## src/hw/scroll_mmr_pkg.sv

```systemverilog
// Shared widths, register map and status map for the scroll register block
package scroll_mmr_pkg;

    // Register file size, needed before the bank type
    localparam int NUM_REGS = 12;

    typedef logic [15:0] word_t;      // CPU data word or scroll register
    typedef logic [11:1] cpu_addr_t;  // CPU word address
    typedef logic [1:0]  byte_en_t;   // Bit 1 is the high byte
    typedef logic [3:0]  reg_idx_t;
    // Word i sits in slice i
    typedef word_t [NUM_REGS-1:0] bank_t;
    typedef logic [7:0]  st_addr_t;
    typedef logic [7:0]  st_byte_t;

    // Address bits 11 to 9 that select the register window
    localparam logic [2:0] MMR_WINDOW = 3'd7;
    localparam logic [8:0] REG_BASE   = 9'h080;  // First register inside the window

    // Pages at 0x080-0x086
    localparam reg_idx_t IDX_PAGES1_STD = 4'd0;
    localparam reg_idx_t IDX_PAGES2_STD = 4'd1;
    localparam reg_idx_t IDX_PAGES1_ALT = 4'd2;
    localparam reg_idx_t IDX_PAGES2_ALT = 4'd3;
    // Vertical positions at 0x090-0x096
    localparam reg_idx_t IDX_VPOS1_STD  = 4'd4;
    localparam reg_idx_t IDX_VPOS2_STD  = 4'd5;
    localparam reg_idx_t IDX_VPOS1_ALT  = 4'd6;
    localparam reg_idx_t IDX_VPOS2_ALT  = 4'd7;
    // Horizontal positions at 0x098-0x09e
    localparam reg_idx_t IDX_HPOS1_STD  = 4'd8;
    localparam reg_idx_t IDX_HPOS2_STD  = 4'd9;
    localparam reg_idx_t IDX_HPOS1_ALT  = 4'd10;
    localparam reg_idx_t IDX_HPOS2_ALT  = 4'd11;

    // Status readback, low byte first, high byte at the next address
    localparam st_addr_t ST_PAGES1 = 8'd0;
    localparam st_addr_t ST_PAGES2 = 8'd2;
    localparam st_addr_t ST_VPOS1  = 8'd4;
    localparam st_addr_t ST_VPOS2  = 8'd6;
    localparam st_addr_t ST_HPOS1  = 8'd8;
    localparam st_addr_t ST_HPOS2  = 8'd10;
    localparam st_addr_t ST_FLAGS  = 8'd12;  // Row and column scroll enables

endpackage

```

## src/hw/mmr_decode.sv

```systemverilog
// CPU write decoder, turns a strobed bus write into a one-cycle register write command
`timescale 1ns/100ps

module mmr_decode (
    input  logic                      clk,
    input  logic                      rst_n,
    input  logic                      char_cs,
    input  scroll_mmr_pkg::cpu_addr_t cpu_addr,
    input  scroll_mmr_pkg::word_t     cpu_dout,
    input  logic [1:0]                dsn,
    output logic                      wr_en,
    output scroll_mmr_pkg::reg_idx_t  wr_idx,
    output scroll_mmr_pkg::byte_en_t  wr_be,
    output scroll_mmr_pkg::word_t     wr_data
);
    import scroll_mmr_pkg::*;

    logic [8:0] byte_off;  // Byte offset from the first register
    logic       bus_wr;
    logic       mapped;
    reg_idx_t   idx;

    assign byte_off = {cpu_addr[8:1], 1'b0} - REG_BASE;

    // Chip select, window and at least one byte strobe
    assign bus_wr = char_cs && (cpu_addr[11:9] == MMR_WINDOW) && (dsn != 2'b11);

    // Pages at 0x00-0x06, positions at 0x10-0x1e, gap in between
    assign mapped = (byte_off < 9'h020) && (byte_off[4:3] != 2'b01);

    // Close the gap so the positions follow the pages
    assign idx = byte_off[4] ? (byte_off[4:1] - 4'd4) : byte_off[4:1];

    always_ff @(posedge clk) begin
        if (!rst_n) begin
            wr_en <= 1'b0;
        end else begin
            wr_en <= bus_wr && mapped;
        end
    end

    // Command fields, only meaningful with wr_en
    always_ff @(posedge clk) begin
        wr_idx  <= idx;
        wr_be   <= ~dsn;
        wr_data <= cpu_dout;
    end

    // Unmapped offsets must never leak through as a write
    wr_idx_in_range: assert property (
        @(posedge clk) disable iff (!rst_n)
        wr_en |-> (wr_idx < NUM_REGS)
    );

endmodule

```

## src/hw/scroll_bank_regs.sv

```systemverilog
// Storage for the standard and alternate scroll banks, with byte-lane write merging
`timescale 1ns/100ps

module scroll_bank_regs (
    input  logic                     clk,
    input  logic                     rst_n,
    input  logic                     wr_en,
    input  scroll_mmr_pkg::reg_idx_t wr_idx,
    input  scroll_mmr_pkg::byte_en_t wr_be,
    input  scroll_mmr_pkg::word_t    wr_data,
    output scroll_mmr_pkg::bank_t    bank
);
    import scroll_mmr_pkg::*;

    bank_t regs;

    always_ff @(posedge clk) begin
        if (!rst_n) begin
            regs <= '0;
        end else begin
            for (int i = 0; i < NUM_REGS; i++) begin
                if (wr_en && (wr_idx == reg_idx_t'(i))) begin
                    // Each lane keeps the stored byte unless strobed
                    if (wr_be[0]) begin
                        regs[i][7:0] <= wr_data[7:0];
                    end
                    if (wr_be[1]) begin
                        regs[i][15:8] <= wr_data[15:8];
                    end
                end
            end
        end
    end

    assign bank = regs;

    // Decoder filters out cycles with both strobes high
    wr_has_lane: assert property (
        @(posedge clk) disable iff (!rst_n)
        wr_en |-> (wr_be != '0)
    );

endmodule

```

## src/hw/scroll_mmr.sv

```systemverilog
// Scroll register block top level, CPU writes in, selected scroll values and status out
`timescale 1ns/100ps

module scroll_mmr (
    input  logic                      clk,
    input  logic                      rst_n,
    // CPU bus
    input  logic                      char_cs,
    input  scroll_mmr_pkg::cpu_addr_t cpu_addr,
    input  scroll_mmr_pkg::word_t     cpu_dout,
    input  logic [1:0]                dsn,
    // Video timing side
    input  logic                      altscr1_en,
    input  logic                      altscr2_en,
    // Selected scroll values
    output scroll_mmr_pkg::word_t     scr1_pages,
    output scroll_mmr_pkg::word_t     scr2_pages,
    output scroll_mmr_pkg::word_t     scr1_hpos,
    output scroll_mmr_pkg::word_t     scr1_vpos,
    output scroll_mmr_pkg::word_t     scr2_hpos,
    output scroll_mmr_pkg::word_t     scr2_vpos,
    output logic                      rowscr1_en,
    output logic                      rowscr2_en,
    output logic                      colscr1_en,
    output logic                      colscr2_en,
    // Debug readback
    input  scroll_mmr_pkg::st_addr_t  st_addr,
    output scroll_mmr_pkg::st_byte_t  st_dout
);
    import scroll_mmr_pkg::*;

    logic     wr_en;
    reg_idx_t wr_idx;
    byte_en_t wr_be;
    word_t    wr_data;
    bank_t    bank;

    mmr_decode u_decode (
        .clk      (clk),
        .rst_n    (rst_n),
        .char_cs  (char_cs),
        .cpu_addr (cpu_addr),
        .cpu_dout (cpu_dout),
        .dsn      (dsn),
        .wr_en    (wr_en),
        .wr_idx   (wr_idx),
        .wr_be    (wr_be),
        .wr_data  (wr_data)
    );

    scroll_bank_regs u_bank (
        .clk     (clk),
        .rst_n   (rst_n),
        .wr_en   (wr_en),
        .wr_idx  (wr_idx),
        .wr_be   (wr_be),
        .wr_data (wr_data),
        .bank    (bank)
    );

    scroll_select u_select (
        .clk        (clk),
        .rst_n      (rst_n),
        .bank       (bank),
        .altscr1_en (altscr1_en),
        .altscr2_en (altscr2_en),
        .scr1_pages (scr1_pages),
        .scr2_pages (scr2_pages),
        .scr1_hpos  (scr1_hpos),
        .scr1_vpos  (scr1_vpos),
        .scr2_hpos  (scr2_hpos),
        .scr2_vpos  (scr2_vpos),
        .rowscr1_en (rowscr1_en),
        .rowscr2_en (rowscr2_en),
        .colscr1_en (colscr1_en),
        .colscr2_en (colscr2_en)
    );

    // Reads the registered outputs, not the banks
    scroll_status u_status (
        .clk        (clk),
        .rst_n      (rst_n),
        .st_addr    (st_addr),
        .scr1_pages (scr1_pages),
        .scr2_pages (scr2_pages),
        .scr1_hpos  (scr1_hpos),
        .scr1_vpos  (scr1_vpos),
        .scr2_hpos  (scr2_hpos),
        .scr2_vpos  (scr2_vpos),
        .rowscr1_en (rowscr1_en),
        .rowscr2_en (rowscr2_en),
        .colscr1_en (colscr1_en),
        .colscr2_en (colscr2_en),
        .st_dout    (st_dout)
    );

endmodule

```

## src/hw/scroll_select.sv

```systemverilog
// Per-layer bank selection into registered scroll outputs plus row and column scroll enables
`timescale 1ns/100ps

module scroll_select (
    input  logic                  clk,
    input  logic                  rst_n,
    input  scroll_mmr_pkg::bank_t bank,
    input  logic                  altscr1_en,
    input  logic                  altscr2_en,
    output scroll_mmr_pkg::word_t scr1_pages,
    output scroll_mmr_pkg::word_t scr2_pages,
    output scroll_mmr_pkg::word_t scr1_hpos,
    output scroll_mmr_pkg::word_t scr1_vpos,
    output scroll_mmr_pkg::word_t scr2_hpos,
    output scroll_mmr_pkg::word_t scr2_vpos,
    output logic                  rowscr1_en,
    output logic                  rowscr2_en,
    output logic                  colscr1_en,
    output logic                  colscr2_en
);
    import scroll_mmr_pkg::*;

    always_ff @(posedge clk) begin
        if (!rst_n) begin
            scr1_pages <= '0;
            scr2_pages <= '0;
            scr1_hpos  <= '0;
            scr1_vpos  <= '0;
            scr2_hpos  <= '0;
            scr2_vpos  <= '0;
        end else begin
            // Layer 1
            scr1_pages <= altscr1_en ? bank[IDX_PAGES1_ALT] : bank[IDX_PAGES1_STD];
            scr1_hpos  <= altscr1_en ? bank[IDX_HPOS1_ALT]  : bank[IDX_HPOS1_STD];
            scr1_vpos  <= altscr1_en ? bank[IDX_VPOS1_ALT]  : bank[IDX_VPOS1_STD];
            // Layer 2
            scr2_pages <= altscr2_en ? bank[IDX_PAGES2_ALT] : bank[IDX_PAGES2_STD];
            scr2_hpos  <= altscr2_en ? bank[IDX_HPOS2_ALT]  : bank[IDX_HPOS2_STD];
            scr2_vpos  <= altscr2_en ? bank[IDX_VPOS2_ALT]  : bank[IDX_VPOS2_STD];
        end
    end

    // Top bit of each position doubles as a mode flag
    assign rowscr1_en = scr1_hpos[15];
    assign rowscr2_en = scr2_hpos[15];
    assign colscr1_en = scr1_vpos[15];
    assign colscr2_en = scr2_vpos[15];

    // Row enable of layer 1 tracks bit 15 of the hpos selected one cycle earlier
    row1_follows_hpos: assert property (
        @(posedge clk) disable iff (!rst_n)
        rowscr1_en == $past(altscr1_en ? bank[IDX_HPOS1_ALT][15] : bank[IDX_HPOS1_STD][15])
    );

endmodule

```

## src/hw/scroll_status.sv

```systemverilog
// Debug readback of the selected scroll state, one byte per status address
`timescale 1ns/100ps

module scroll_status (
    input  logic                     clk,
    input  logic                     rst_n,
    input  scroll_mmr_pkg::st_addr_t st_addr,
    input  scroll_mmr_pkg::word_t    scr1_pages,
    input  scroll_mmr_pkg::word_t    scr2_pages,
    input  scroll_mmr_pkg::word_t    scr1_hpos,
    input  scroll_mmr_pkg::word_t    scr1_vpos,
    input  scroll_mmr_pkg::word_t    scr2_hpos,
    input  scroll_mmr_pkg::word_t    scr2_vpos,
    input  logic                     rowscr1_en,
    input  logic                     rowscr2_en,
    input  logic                     colscr1_en,
    input  logic                     colscr2_en,
    output scroll_mmr_pkg::st_byte_t st_dout
);
    import scroll_mmr_pkg::*;

    st_byte_t flags;

    assign flags = {2'b00, colscr2_en, rowscr2_en, 2'b00, colscr1_en, rowscr1_en};

    always_ff @(posedge clk) begin
        if (!rst_n) begin
            st_dout <= '0;
        end else begin
            case (st_addr)
                ST_PAGES1:     st_dout <= scr1_pages[7:0];
                ST_PAGES1 + 1: st_dout <= scr1_pages[15:8];
                ST_PAGES2:     st_dout <= scr2_pages[7:0];
                ST_PAGES2 + 1: st_dout <= scr2_pages[15:8];
                ST_VPOS1:      st_dout <= scr1_vpos[7:0];
                ST_VPOS1 + 1:  st_dout <= scr1_vpos[15:8];
                ST_VPOS2:      st_dout <= scr2_vpos[7:0];
                ST_VPOS2 + 1:  st_dout <= scr2_vpos[15:8];
                ST_HPOS1:      st_dout <= scr1_hpos[7:0];
                ST_HPOS1 + 1:  st_dout <= scr1_hpos[15:8];
                ST_HPOS2:      st_dout <= scr2_hpos[7:0];
                ST_HPOS2 + 1:  st_dout <= scr2_hpos[15:8];
                ST_FLAGS:      st_dout <= flags;
                default:       st_dout <= '0;  // Unused addresses read zero
            endcase
        end
    end

endmodule
```

## config.mk

```make
export PLATFORM = sky130hd
export DESIGN_NAME = scroll_mmr
export DESIGN_NICKNAME = d
export VERILOG_FILES = /design/src/hw/scroll_mmr_pkg.sv /design/src/hw/mmr_decode.sv /design/src/hw/scroll_bank_regs.sv /design/src/hw/scroll_mmr.sv /design/src/hw/scroll_select.sv /design/src/hw/scroll_status.sv
export SDC_FILE = /design/constraint.sdc
export NUM_CORES = 1
export LEC_CHECK = 0
export BUFFER_PORTS_ARGS = -buffer_cell sky130_fd_sc_hd__buf_2
export CORE_ASPECT_RATIO = 0.9
export CORE_MARGIN = 4
export CORE_UTILIZATION = 52
export DETAILED_ROUTE_END_ITERATION = 7
export HOLD_SLACK_MARGIN = 0.02
export PLACE_DENSITY = 0.84
export SLEW_MARGIN = 20
export SYNTH_ARGS = -nofsm -noshare
export SYNTH_HDL_FRONTEND = slang
export SYNTH_SLANG_ARGS = --single-unit
```

## constraint.sdc

```tcl
create_clock -name clk -period 1.7 [get_ports clk]
set_clock_uncertainty 0.15 [all_clocks]
set_input_delay 0.425 -clock clk [delete_from_list [all_inputs] [get_ports clk]]
set_output_delay 0.425 -clock clk [all_outputs]
set_load 0.005 [all_outputs]
```

# ---- Word-level counts from Yosys, hierarchy flattened
# Index checks and enable logic that the tools add are counted.
dict set report totals {
  memories 0
  mem_bits_rw 0
  regBits 319
  mem_bits_ro 0
  latch_bits 0
  elab_cells 116
  out_inout_bits 108
  in_bits 42
}
dict set report op_classes {
  n_mul 0
  order_cmp 1
  n_eq_ne 26
  n_shift 0
  n_div 0
  addsub 2
  bitwise_logic 1
  muxes 8
  n_reduce_logical 42
}
# op count
set op_table {}
lappend op_table {{$pmux 8 s13} 1}
lappend op_table {{$mux 16} 6}
lappend op_table {{$reduce_and 2->1} 24}
lappend op_table {{$eq 8x4->1 const B} 5}
lappend op_table {{$eq 8x3->1 const B} 4}
lappend op_table {{$eq 4x3->1 const B} 4}
lappend op_table {{$eq 4x4->1 const B} 4}
lappend op_table {{$eq 8x2->1 const B} 2}
lappend op_table {{$logic_and 1x1->1} 16}
lappend op_table {{$lt 9x6->1 const B} 1}
lappend op_table {{$sub 9x8->9 const B} 1}
lappend op_table {{$eq 4x2->1 const B} 2}
lappend op_table {{$eq 8x1->1 const B} 1}
lappend op_table {{$logic_not 8->1} 1}
lappend op_table {{$eq 4x1->1 const B} 1}
lappend op_table {{$logic_not 4->1} 1}
lappend op_table {{$sub 4x3->4 const B} 1}
lappend op_table {{$eq 3x3->1 const B} 1}
lappend op_table {{$mux 3} 1}
lappend op_table {{$ne 2x1->1 const B} 1}
lappend op_table {{$ne 2x2->1 const B} 1}
lappend op_table {{$not 2->2} 1}

# ---- Depth between registers and ports, before layout
# Gate-level depths: netlist of run 1.
dict set report logic_depth {
  depth_word 4
  ltp_mapped 7
  ltp_nobuf 5
}

# ---- Modules after synthesis
# From an unflattened synthesis of run 1, not the netlist that was laid out.
dict set report unflattened {
  hier_cells 1189
  hier_area_um2 12502.0
}
# mod area_each_um2 cells_per_inst instances seq_area_each_um2
set by_module_without_submodules {}
lappend by_module_without_submodules {scroll_bank_regs 6969.2 677 1 3843.7}
lappend by_module_without_submodules {scroll_select 3722.3 314 1 1921.8}
lappend by_module_without_submodules {scroll_status 1281.2 165 1 160.2}
lappend by_module_without_submodules {mmr_decode 529.3 33 1 460.4}

# ---- Worst setup path after synthesis of run 1
# Ideal clock, no wire load.
dict set report synth_timing {
  path_kind {input to register}
  startpoint {in st_addr[1]}
  endpoint {reg u_status.st_dout[6]}
  path_buffers 3
  setup_time_ns 0.143
  t_required_ns 1.407
  path_slack_ns -0.137
  arrival_ns 1.543
  cell_stages 6
  cell_sequence {buf_2 -> buf_4 -> buf_2 -> mux4_2 -> a32oi_1 -> a31oi_1}
}
dict set report synth_between {
  elab_chain_len 2
  elab_cells_between_ends 14
  cone_classes {12 x eq/ne; 1 x mux; 1 x reduce/logical}
}
# element line
set synth_lines {}
lappend synth_lines {{start: declaration} scroll_mmr.sv:27} ;# input scroll_mmr_pkg::st_addr_t st_addr,
lappend synth_lines {{$eq 8x4->1 (tied with other cells)} scroll_status.sv:30} ;# case (st_addr)
lappend synth_lines {{$pmux 8 s13 *} scroll_status.sv:30}
lappend synth_lines {{end signal: assignment} scroll_status.sv:31} ;# ST_PAGES1: st_dout <= scr1_pages[7:0];
lappend synth_lines {{end signal: assignment} scroll_status.sv:32} ;# ST_PAGES1 + 1: st_dout <= scr1_pages[15:8];
lappend synth_lines {{end signal: assignment} scroll_status.sv:33} ;# ST_PAGES2: st_dout <= scr2_pages[7:0];
lappend synth_lines {{end: declaration} scroll_status.sv:18} ;# output scroll_mmr_pkg::st_byte_t st_dout
# Mark *: on every way between the ends. The rest lies on a longest branch, timed or not.
# A chain may end at the register's enable or synchronous reset.

# ---- Worst setup path in the final report of run 1
dict set report layout_timing {
  startpoint {reg u_select.scr2_hpos[15]}
  endpoint {out scr2_hpos[15]}
}
# element line
set layout_lines {}
lappend layout_lines {{start: declaration} scroll_select.sv:14} ;# output scroll_mmr_pkg::word_t scr2_hpos,
lappend layout_lines {{start signal: assignment} scroll_select.sv:38} ;# scr2_hpos <= altscr2_en ? bank[IDX_HPOS2_ALT] : bank[IDX_HPOS2_STD];
lappend layout_lines {{end: declaration} scroll_mmr.sv:20} ;# output scroll_mmr_pkg::word_t scr2_hpos,
# No word-level cell between the ends.

==> results of run 1 <==
-- layout make-up --
type | count | area (µm²)
fillers | 1798 | 7990
flip-flops and latches | 319 | 6450
multi-input cells | 819 | 6040
repair buffers | 302 | 2280
clock buffers | 49 | 963
well taps | 308 | 385
clock inverters | 5 | 50.0
inverters | 7 | 26.3
-- where the power goes --
| group | internal, mW | switching (mW) | total (mW) | leakage [nW] |
|---|---|---|---|---|
| clock network | 3.99 | 2.84 | 6.83 | 0.505 |
| logic | 0.395 | 0.488 | 0.882 | 3.37 |
| registers | 7.50 | 0.0225 | 7.52 | 2.60 |
-- critical path: cells and delay by family (launching register included) --
family / cells / cell delay [ns]
flip-flops: 1 / 0.33
buffers and inverters: 2 / 0.24
-- kinds of logic (layout without fill, tap and decap cells) --
family,after synthesis,after routing
and+or+nand+nor,421,421
DFF,319,319
muxes,246,246
AOI/OAI and AO/OA,151,151
buffers and inverters,102,363
adders and majority gates,1,1
-- cell usage in the layout (no fill, tap or decap), types with 6 or more instances in the layout --
| master | Yosys | routed |
|---|---|---|
| clkbuf_8 | 0 | 12 |
| a21oi_1 | 6 | 6 |
| clkbuf_16 | 0 | 31 |
| o21ai_0 | 10 | 10 |
| nand3_1 | 50 | 49 |
| buf_2 | 21 | 145 |
| a22oi_1 | 7 | 7 |
| clkbuf_1 | 63 | 6 |
| buf_4 | 5 | 101 |
| dfxtp_1 | 319 | 277 |
| dfxtp_2 | 0 | 39 |
| a21boi_1 | 64 | 64 |
| o21ai_1 | 33 | 33 |
| nand2_1 | 91 | 86 |
| nor2_1 | 12 | 11 |
| mux2i_1 | 235 | 231 |
| buf_6 | 1 | 7 |
| a31oi_1 | 9 | 9 |
| buf_12 | 0 | 23 |
| dlygate4sd3_1 | 0 | 26 |
| nor2b_1 | 234 | 230 |
| nor2_4 | 9 | 10 |
-- per-layer routing --
layer | global-route usage [%] | wire, µm
met3 | 5.70 | 3030
met4 | 11.7 | 1690
met5 | 0 | 0
met1 | 36.8 | 16600
met2 | 45.5 | 18400
-- registers in the layout (all words and copies together) (netlist names) --
signal and flops:
u_select.scr2_pages 16, u_select.scr2_vpos 16, u_bank.bank 192, u_decode.wr_idx 4
u_select.scr1_vpos 16, u_status.st_dout 8, u_select.scr2_hpos 16, u_decode.wr_data 16
u_decode.wr_be 2, u_decode.wr_en 1, u_select.scr1_hpos 16, u_select.scr1_pages 16
-- what timing repair did --
action / CTS / global route
cloned: 0 / 0
endpoints found under the setup margin: 93 / 111
hold buffers: 26 / 0
buffers inserted: 2 / 6
gates resized for setup: 39 / 37
hold endpoints to repair: 22 / 0
pin swaps: 0 / 1
-- path summary, 6_finish.rpt --
check / to / depth (start not counted) / slack (ns) / start
max: scr2_hpos[15] / 2 / 0.003 / u_select.scr2_hpos[15]
min: u_decode.wr_idx[3] / 4 / 0.07 / cpu_addr[3]
max reg2reg: u_bank.bank[164] / 7 / 0.02 / u_decode.wr_idx[3]
min reg2reg: u_bank.bank[33] / 2 / 0.30 / u_bank.bank[33]
-- per-stage QoR --
| step | total power, mW | utilization, % |
|---|---|---|
| after CTS | 15.2 | 66.4 |
| after floorplan | 8.13 | - |
| after global routing | 15.7 | 67.0 |
| final | 15.2 | 67.0 |
| after global placement | 8.48 | 60.7 |
| after detailed placement | 8.48 | 60.7 |
==> flow_metrics.env, run 1 <==
export IMPL_dpl_instance_area_um2=14700
export IMPL_slew_viol_final=0
export IMPL_vdd_drop_max_mv=0.734
export IMPL_fin_crit_sh_pct=99.8
export IMPL_synth_avg_cell_area_um2=10.3
export IMPL_p_per_area_nw_per_um2=940
export IMPL_syn_area_um2=12800
export IMPL_fin_ws_ns=0.00329
export IMPL_finalSetupTns_ns=0
export IMPL_fp_dieH_um=157
export IMPL_layout_drive_gt1_share_pct=27.3
export IMPL_worstSetupEndpointType="output pin"
export IMPL_tightestPinTransition_ns=0.385
export IMPL_grt_total_usage_pct=28.0
export IMPL_crit_chain="buf_6, buf_6"
export IMPL_holdWs_ns=0.0678
export IMPL_cpMostUsedCell="buf_6"
export IMPL_cts_sinks=319
export IMPL_synth_top_area_cell="dfxtp_1"
export IMPL_insertion_delay_ns=0.56
export IMPL_required_ns=1.12
export IMPL_synth_edf_count=0
export IMPL_grt_overflow_total=0
export IMPL_synth_simple_gate_area_share_pct=18.7
export IMPL_start_util_pct=52.8
export IMPL_muxShareOfSynthArea_pct=19.7
export IMPL_cts_max_level=1
export IMPL_hold_violations=0
export IMPL_fin_area_um2=16200
export IMPL_ys_warnings_count=0
export IMPL_drt_iter0_drc=776
export IMPL_die_w_um=173
export IMPL_core_area_um2=24200
export IMPL_diodes=0
export IMPL_grt_pass1_vias=9864
export IMPL_layout_cells_non_filler=1809
export IMPL_synth_compound_area_share_pct=8.09
export IMPL_synth_cells=1240
export IMPL_worst_path_max_delay_cell="dfxtp_2"
export IMPL_routed_wl_um=39700
export IMPL_startpoint_type="flop"
export IMPL_status="completed"
export IMPL_route_detailed_drc=0
export IMPL_num_vias=10100
export IMPL_synth_adder_area_share_pct=0.0979
export IMPL_layout_min_cycle_time_ns=1.70
export IMPL_synth_ff_latch_count=319
export IMPL_yosysUniqueCellTypes=48
export IMPL_port_buffers=149
export IMPL_routabilityCongestion=0.940
export IMPL_worstPathMaxFanout=3
export IMPL_synthToLayoutAreaGrowth_pct=26.8
export IMPL_io_pins=150
export IMPL_row_count=54
export IMPL_grt_max_degree=81
export IMPL_synthFlopType="dfxtp_1"
export IMPL_dp_slack_ns=-0.260
export IMPL_root_buffer="clkbuf_16"
export IMPL_hpwl_um=27300
export IMPL_first_pass_iters=6
export IMPL_synth_area_leaders="dfxtp_1 (50%), mux2i_1 (18%), nor2b_1 (11%)"
export IMPL_rsz0062_at_grt="yes"
export IMPL_p_leak_nw=6.47
export IMPL_final_setup_viol_count=0
export IMPL_via_per_inst=5.59
export IMPL_synth_top_family_by_area="multiplexers"
export IMPL_cpPeakStageDelay_ns=0.33
export IMPL_arrival_ns=1.12
export IMPL_critical_path_class="reg2out"
export IMPL_nets=1522
export IMPL_max_freq_mhz=589
export IMPL_synth_nets=1283
export IMPL_clock_path_buffers=3
export IMPL_yosysMostFrequentCell="dfxtp_1"
export IMPL_dieArea_um2=27100
export IMPL_hp_class="in2reg"
export IMPL_numCtsBuffers=30
export IMPL_grt_pass1_wl_um=58800
export IMPL_drv_cap=0
export IMPL_ys_top_cells_by_count="dfxtp_1 (319), mux2i_1 (235), nor2b_1 (234)"
export IMPL_wl_per_cell_um=21.9
export IMPL_clk_pin_slew_ns=0.07
export IMPL_synth_top_area_share_pct=50.0
export IMPL_slew_headroom_pct=73.7
export IMPL_antenna_left=0
export IMPL_cts_tree="yes"
export IMPL_placed_cells=1722
export IMPL_antenna_found_initial=1
export IMPL_synth_xor_area_share_pct=0
export IMPL_synth_seq_area_share_pct=50.0
export IMPL_async_flop_share_pct=0
No activity file was read; power rests on OpenSTA's default activity.
==> inputs of run 2 (changes only) <==
--- a/config.mk
+++ b/config.mk
@@ -11,6 +11,7 @@
 export CORE_UTILIZATION = 52
 export DETAILED_ROUTE_END_ITERATION = 7
 export HOLD_SLACK_MARGIN = 0.02
+export MAX_ROUTING_LAYER = met4
 export PLACE_DENSITY = 0.84
 export SLEW_MARGIN = 20
 export SYNTH_ARGS = -nofsm -noshare
==> run 2 against run 1 <==
Net effect:
- the run now ends with negative setup slack left
- cell count fell by 0.83%
- count of clock-buffer cells in the layout fell by 3
- wire length shrank 1.4%
- largest power group unchanged
==> flow_metrics.env, run 2 (synthesized netlist as in run 1, its figures left out) <==
export IMPL_status="finished, violations left"
export IMPL_violations="negative setup slack"
export IMPL_routed_wl_um=39100
export IMPL_row_count=54
export IMPL_slew_viol_final=0
export IMPL_grt_max_degree=94
export IMPL_fin_crit_sh_pct=103
export IMPL_rsz0062_at_grt="yes"
export IMPL_num_vias=10200
export IMPL_dpl_instance_area_um2=14600
export IMPL_synthToLayoutAreaGrowth_pct=25.5
export IMPL_antenna_left=0
export IMPL_worstSetupEndpointType="flop"
export IMPL_nets=1506
export IMPL_antenna_found_initial=1
export IMPL_port_buffers=149
export IMPL_fin_area_um2=16000
export IMPL_tightestPinTransition_ns=0.642
export IMPL_hpwl_um=27500
export IMPL_final_setup_viol_count=17
export IMPL_die_w_um=173
export IMPL_grt_pass1_vias=9771
export IMPL_numCtsBuffers=30
export IMPL_root_buffer="clkbuf_16"
export IMPL_max_freq_mhz=572
export IMPL_final_util_pct=66.3
export IMPL_io_pins=150
export IMPL_regArea_um2=6430
export IMPL_power_total_mw=15.4
export IMPL_nFillCells=1821
export IMPL_cts_tree="yes"
export IMPL_via_per_inst=5.67
export IMPL_layout_drive_gt1_share_pct=25.5
export IMPL_clock_path_buffers=3
export IMPL_drt_iter0_drc=1182
export IMPL_first_pass_iters=5
export IMPL_fp_dieH_um=157
export IMPL_critical_path_class="reg2reg"
export IMPL_insertion_delay_ns=0.55
export IMPL_routabilityCongestion=0.968
export IMPL_start_util_pct=52.8
export IMPL_arrival_ns=2.04
export IMPL_wl_per_cell_um=21.8
export IMPL_mostFrequentLayoutCell="dfxtp_1"
export IMPL_fin_ws_ns=-0.0498
export IMPL_multiInputGateArea_um2=5990
export IMPL_core_area_um2=24200
export IMPL_dp_slack_ns=-0.347
export IMPL_cts_max_level=1
export IMPL_cts_sinks=319
export IMPL_grt_overflow_total=0
export IMPL_drv_cap=0
export IMPL_p_per_area_nw_per_um2=957
export IMPL_final_cell_mix="dfxtp_1 (282), mux2i_1 (234), nor2b_1 (229)"
export IMPL_holdWs_ns=0.0181
export IMPL_hp_class="in2reg"
export IMPL_dieArea_um2=27100
export IMPL_worstPathMaxFanout=8
export IMPL_startpoint_type="flop"
export IMPL_hold_violations=0
export IMPL_vdd_drop_max_mv=0.661
export IMPL_grt_pass1_wl_um=58200
export IMPL_layout_min_cycle_time_ns=1.75
export IMPL_largest_register_ffs=192
export IMPL_slew_headroom_pct=57.2
export IMPL_p_leak_nw=6.39
export IMPL_clk_pin_slew_ns=0.07
export IMPL_required_ns=1.99
export IMPL_route_detailed_drc=0
export IMPL_grt_total_usage_pct=28.6
[run 2: cell types whose count changed in the layout (fill, tap and decap cells not counted), sizes merged]
cell         change
diode            +1
dlygate4sd3      -3
bufinv           +4
clkbuf           -3
clkinv           -1
buf             -13
[run 2: stage by stage]
stage | std cells | TNS [ns]
5_1_grt | 1794 | -4.70
3_5_place_dp | 1712 | -4.21
6_report | 1794 | -0.258
4_1_cts | 1792 | 0
3_3_place_gp | 1712 | -2.04
2_1_floorplan | 1240 | -0.108
[run 2: cell type report]
cell class,count,area share (%)
sequential,319,40.1
multi-input combinational,819,37.4
timing repair buffer,286,13.6
clock buffer,46,5.31
tap,308,2.40
clock inverter,8,1.03
inverter,7,0.164
antenna,1,0.0156
[run 2: final timing paths]
check                     startpoint                to  slack, ns  cells after the start
setup / recovery  u_decode.wr_idx[3]  u_bank.bank[169]      -0.05                      7
hold / removal          cpu_addr[10]    u_decode.wr_en       0.02                      3
setup reg to reg  u_decode.wr_idx[3]  u_bank.bank[169]      -0.05                      7
hold reg to reg      u_bank.bank[33]   u_bank.bank[33]       0.30                      2
[run 2: per-layer routing]
metal	share of wire [%]	global-route usage (%)	vias up
met3	7.1	5.29	107
met4	4.3	10.6	0
li1	-	-	4680
met5	0	-	-
met2	46	45.3	419
met1	43	36.8	4963
[run 2: worst max-delay path: stages, from the launching register on]
cell and delay, ns:
dfxtp_1 0.37, nor2b_2 0.20, nand3_1 0.13, buf_4 0.22, nor2_4 0.13, buf_12 0.15, mux2i_1 0.22, nor2b_1 0.07
[run 2: power by group]
group / leakage (nW) / total (mW) / switching (mW) / internal [mW]
sequential: 2.60 / 7.53 / 0.0233 / 7.50
combinational: 3.30 / 0.859 / 0.476 / 0.383
clock: 0.494 / 6.97 / 2.78 / 4.19
total: 6.39 / 15.4 / 3.28 / 12.1
[run 2: timing repair]
item | 4_1_cts | 5_1_grt
resized for setup | 27 | 26
hold buffers | 23 | 0
hold endpoints to repair | 21 | 0
buffers inserted | 4 | 1
setup endpoints to repair | 85 | 126
pin swaps | 1 | 1
==> inputs of run 3 (changes only) <==
--- a/config.mk
+++ b/config.mk
@@ -13,6 +13,7 @@
 export HOLD_SLACK_MARGIN = 0.02
 export MAX_ROUTING_LAYER = met4
 export PLACE_DENSITY = 0.84
+export REMOVE_ABC_BUFFERS = 1
 export SLEW_MARGIN = 20
 export SYNTH_ARGS = -nofsm -noshare
 export SYNTH_HDL_FRONTEND = slang
==> run 3 against run 2 <==
Net effect:
- the run now ends clean
- register-to-register slack better by 0.08 ns
- worst setup slack improved by 0.051 ns
- hold slack better by 0.021 ns
- largest cell class unchanged
==> flow_metrics.env, run 3 (synthesized netlist as in run 1, its figures left out) <==
export IMPL_status="completed"
export IMPL_core_area_um2=24200
export IMPL_cp_top_family="flip-flops"
export IMPL_pwr_share_comb_pct=4.7
export IMPL_grt_pass1_vias=9698
export IMPL_crit_reg2reg_launch="u_decode.wr_idx[3]"
export IMPL_switchingPower_mw=3.40
export IMPL_wl_per_cell_um=19.9
export IMPL_worst_path_max_delay_cell="dfxtp_1"
export IMPL_hold_path_end="u_decode.wr_en"
export IMPL_route_detailed_drc=0
export IMPL_slew_viol_final=0
export IMPL_hp_class="in2reg"
export IMPL_grt_total_usage_pct=26.3
export IMPL_dp_slack_ns=-0.214
export IMPL_antenna_found_initial=2
export IMPL_first_pass_iters=5
export IMPL_min_delay_path_depth=3
export IMPL_die_w_um=173
export IMPL_crit_chain="buf_2"
export IMPL_drv_cap=0
export IMPL_dieArea_um2=27100
export IMPL_switching_share_pct=21.8
export IMPL_synthToLayoutAreaGrowth_pct=26.0
export IMPL_fin_ws_ns=0.000958
export IMPL_clock_path_buffers=3
export IMPL_min_from="cpu_addr[7]"
export IMPL_startpoint_type="flop"
export IMPL_slew_headroom_pct=51.6
export IMPL_nets=1508
export IMPL_critical_path_class="reg2out"
export IMPL_nFillCells=1865
export IMPL_final_cell_mix="dfxtp_1 (304), nor2b_1 (231), mux2i_1 (229)"
export IMPL_largest_register_ffs=192
export IMPL_routabilityCongestion=0.917
export IMPL_via_per_inst=5.42
export IMPL_mostFrequentLayoutCell="dfxtp_1"
export IMPL_fin_crit_sh_pct=99.9
export IMPL_r2r_cells=7
export IMPL_root_buffer="clkbuf_16"
export IMPL_vdd_drop_max_mv=0.790
export IMPL_cts_tree="yes"
export IMPL_layout_min_cycle_time_ns=1.70
export IMPL_cp_num_buf_inv=1
export IMPL_numCtsBuffers=34
export IMPL_hpwl_um=25700
export IMPL_clk_pin_slew_ns=0.06
export IMPL_num_vias=9742
export IMPL_clockPowerShare_pct=46.6
export IMPL_cpPeakStageDelay_ns=0.46
export IMPL_fp_dieH_um=157
export IMPL_cts_sinks=319
export IMPL_p_per_area_nw_per_um2=969
export IMPL_layout_drive_gt1_share_pct=25.3
export IMPL_antenna_left=0
export IMPL_insertion_delay_ns=0.51
export IMPL_tightestPinTransition_ns=0.725
export IMPL_required_ns=1.12
export IMPL_grt_pass1_wl_um=55100
export IMPL_drt_iter0_drc=767
export IMPL_row_count=54
export IMPL_port_buffers=149
export IMPL_grt_max_degree=54
export IMPL_worstSetupEndpointType="output pin"
export IMPL_worstPathMaxFanout=2
export IMPL_diodes=0
export IMPL_max_freq_mhz=589
export IMPL_io_pins=150
export IMPL_p_int_mw=12.2
export IMPL_start_util_pct=52.8
export IMPL_routed_wl_um=35800
export IMPL_final_setup_viol_count=0
export IMPL_arrival_ns=1.12
export IMPL_hold_violations=0
export IMPL_cts_max_level=2
export IMPL_r2r_end="u_bank.bank[167]"
export IMPL_holdWs_ns=0.0389
export IMPL_grt_overflow_total=0
export IMPL_p_leak_nw=6.40
export IMPL_p_seq_share_pct=48.8
export IMPL_r2r_setup_slack_ns=0.03
==> run 3: changes by cell type in the layout (fill, tap and decap cells not counted), sizes merged <==
| cell | delta |
|---|---|
| clkbuf | +2 |
| clkinv | +3 |
| clkinvlp | +3 |
| dlygate4sd3 | -2 |
| bufinv | -4 |
| diode | -1 |
| inv | +1 |
==> run 3: repair_timing <==
action | 4_1_cts | 5_1_grt
gates resized for setup | 9 | 36
endpoints found under the setup margin | 68 | 121
buffers inserted | 0 | 4
pin swaps | 0 | 3
hold endpoints to repair | 21 | 0
hold buffers | 21 | 0
==> run 3: routing by layer <==
| layer | routed length, µm | share of wire (%) | track usage, % |
|---|---|---|---|
| met5 | 0 | 0 | - |
| met4 | 899 | 2.5 | 7.45 |
| met3 | 2140 | 6.0 | 3.70 |
| met2 | 16800 | 47 | 42.4 |
| met1 | 16000 | 45 | 35.0 |
==> run 3: final cells by class <==
cell class | count | area (µm²) | share of cell area, %
multi-input combinational | 819 | 6040 | 37.5
clock buffer | 48 | 1010 | 6.30
timing repair buffer | 284 | 2130 | 13.2
inverter | 7 | 26.3 | 0.163
tap | 308 | 385 | 2.39
sequential | 319 | 6410 | 39.8
clock inverter | 11 | 98.8 | 0.614
==> run 3: power groups by stage <==
stage          logic, mW  clock network (mW)  registers, mW
2_1_floorplan      0.238                   0           7.72
3_3_place_gp       0.669                   0           7.76
6_report           0.726                7.27           7.61
3_5_place_dp       0.672                   0           7.76
5_1_grt            0.767                7.66           7.61
4_1_cts            0.710                7.37           7.60
==> run 3: how the worst max path moves through the flow <==
| stage | start | to | slack [ns] | depth (start not counted) |
|---|---|---|---|---|
| 3_3_place_gp | st_addr[5] | u_status.st_dout[2] | -0.19 | 6 |
| 2_1_floorplan | u_decode.wr_be[0] | u_bank.bank[128] | -0.35 | 4 |
| 6_report | u_select.scr2_hpos[1] | scr2_hpos[1] | 0.001 | 1 |
| 5_1_grt | u_decode.wr_idx[3] | u_bank.bank[167] | -0.01 | 7 |
| 3_5_place_dp | st_addr[5] | u_status.st_dout[2] | -0.21 | 6 |
| 4_1_cts | u_decode.wr_idx[3] | u_bank.bank[174] | -0.03 | 7 |
==> run 3: through the flow <==
stage | instance area, µm² | cells | total power [mW] | TNS, ns | utilization, %
6_report | 16100 | 1796 | 15.6 | 0 | 66.6
5_1_grt | 16100 | 1796 | 16.0 | -0.0209 | 66.6
4_1_cts | 16000 | 1792 | 15.7 | -0.0828 | 66.0
3_5_place_dp | 14600 | 1712 | 8.43 | -2.15 | 60.4
3_3_place_gp | 14600 | 1712 | 8.43 | -1.34 | 60.4
2_1_floorplan | 12400 | 1145 | 7.96 | -28.34 | -
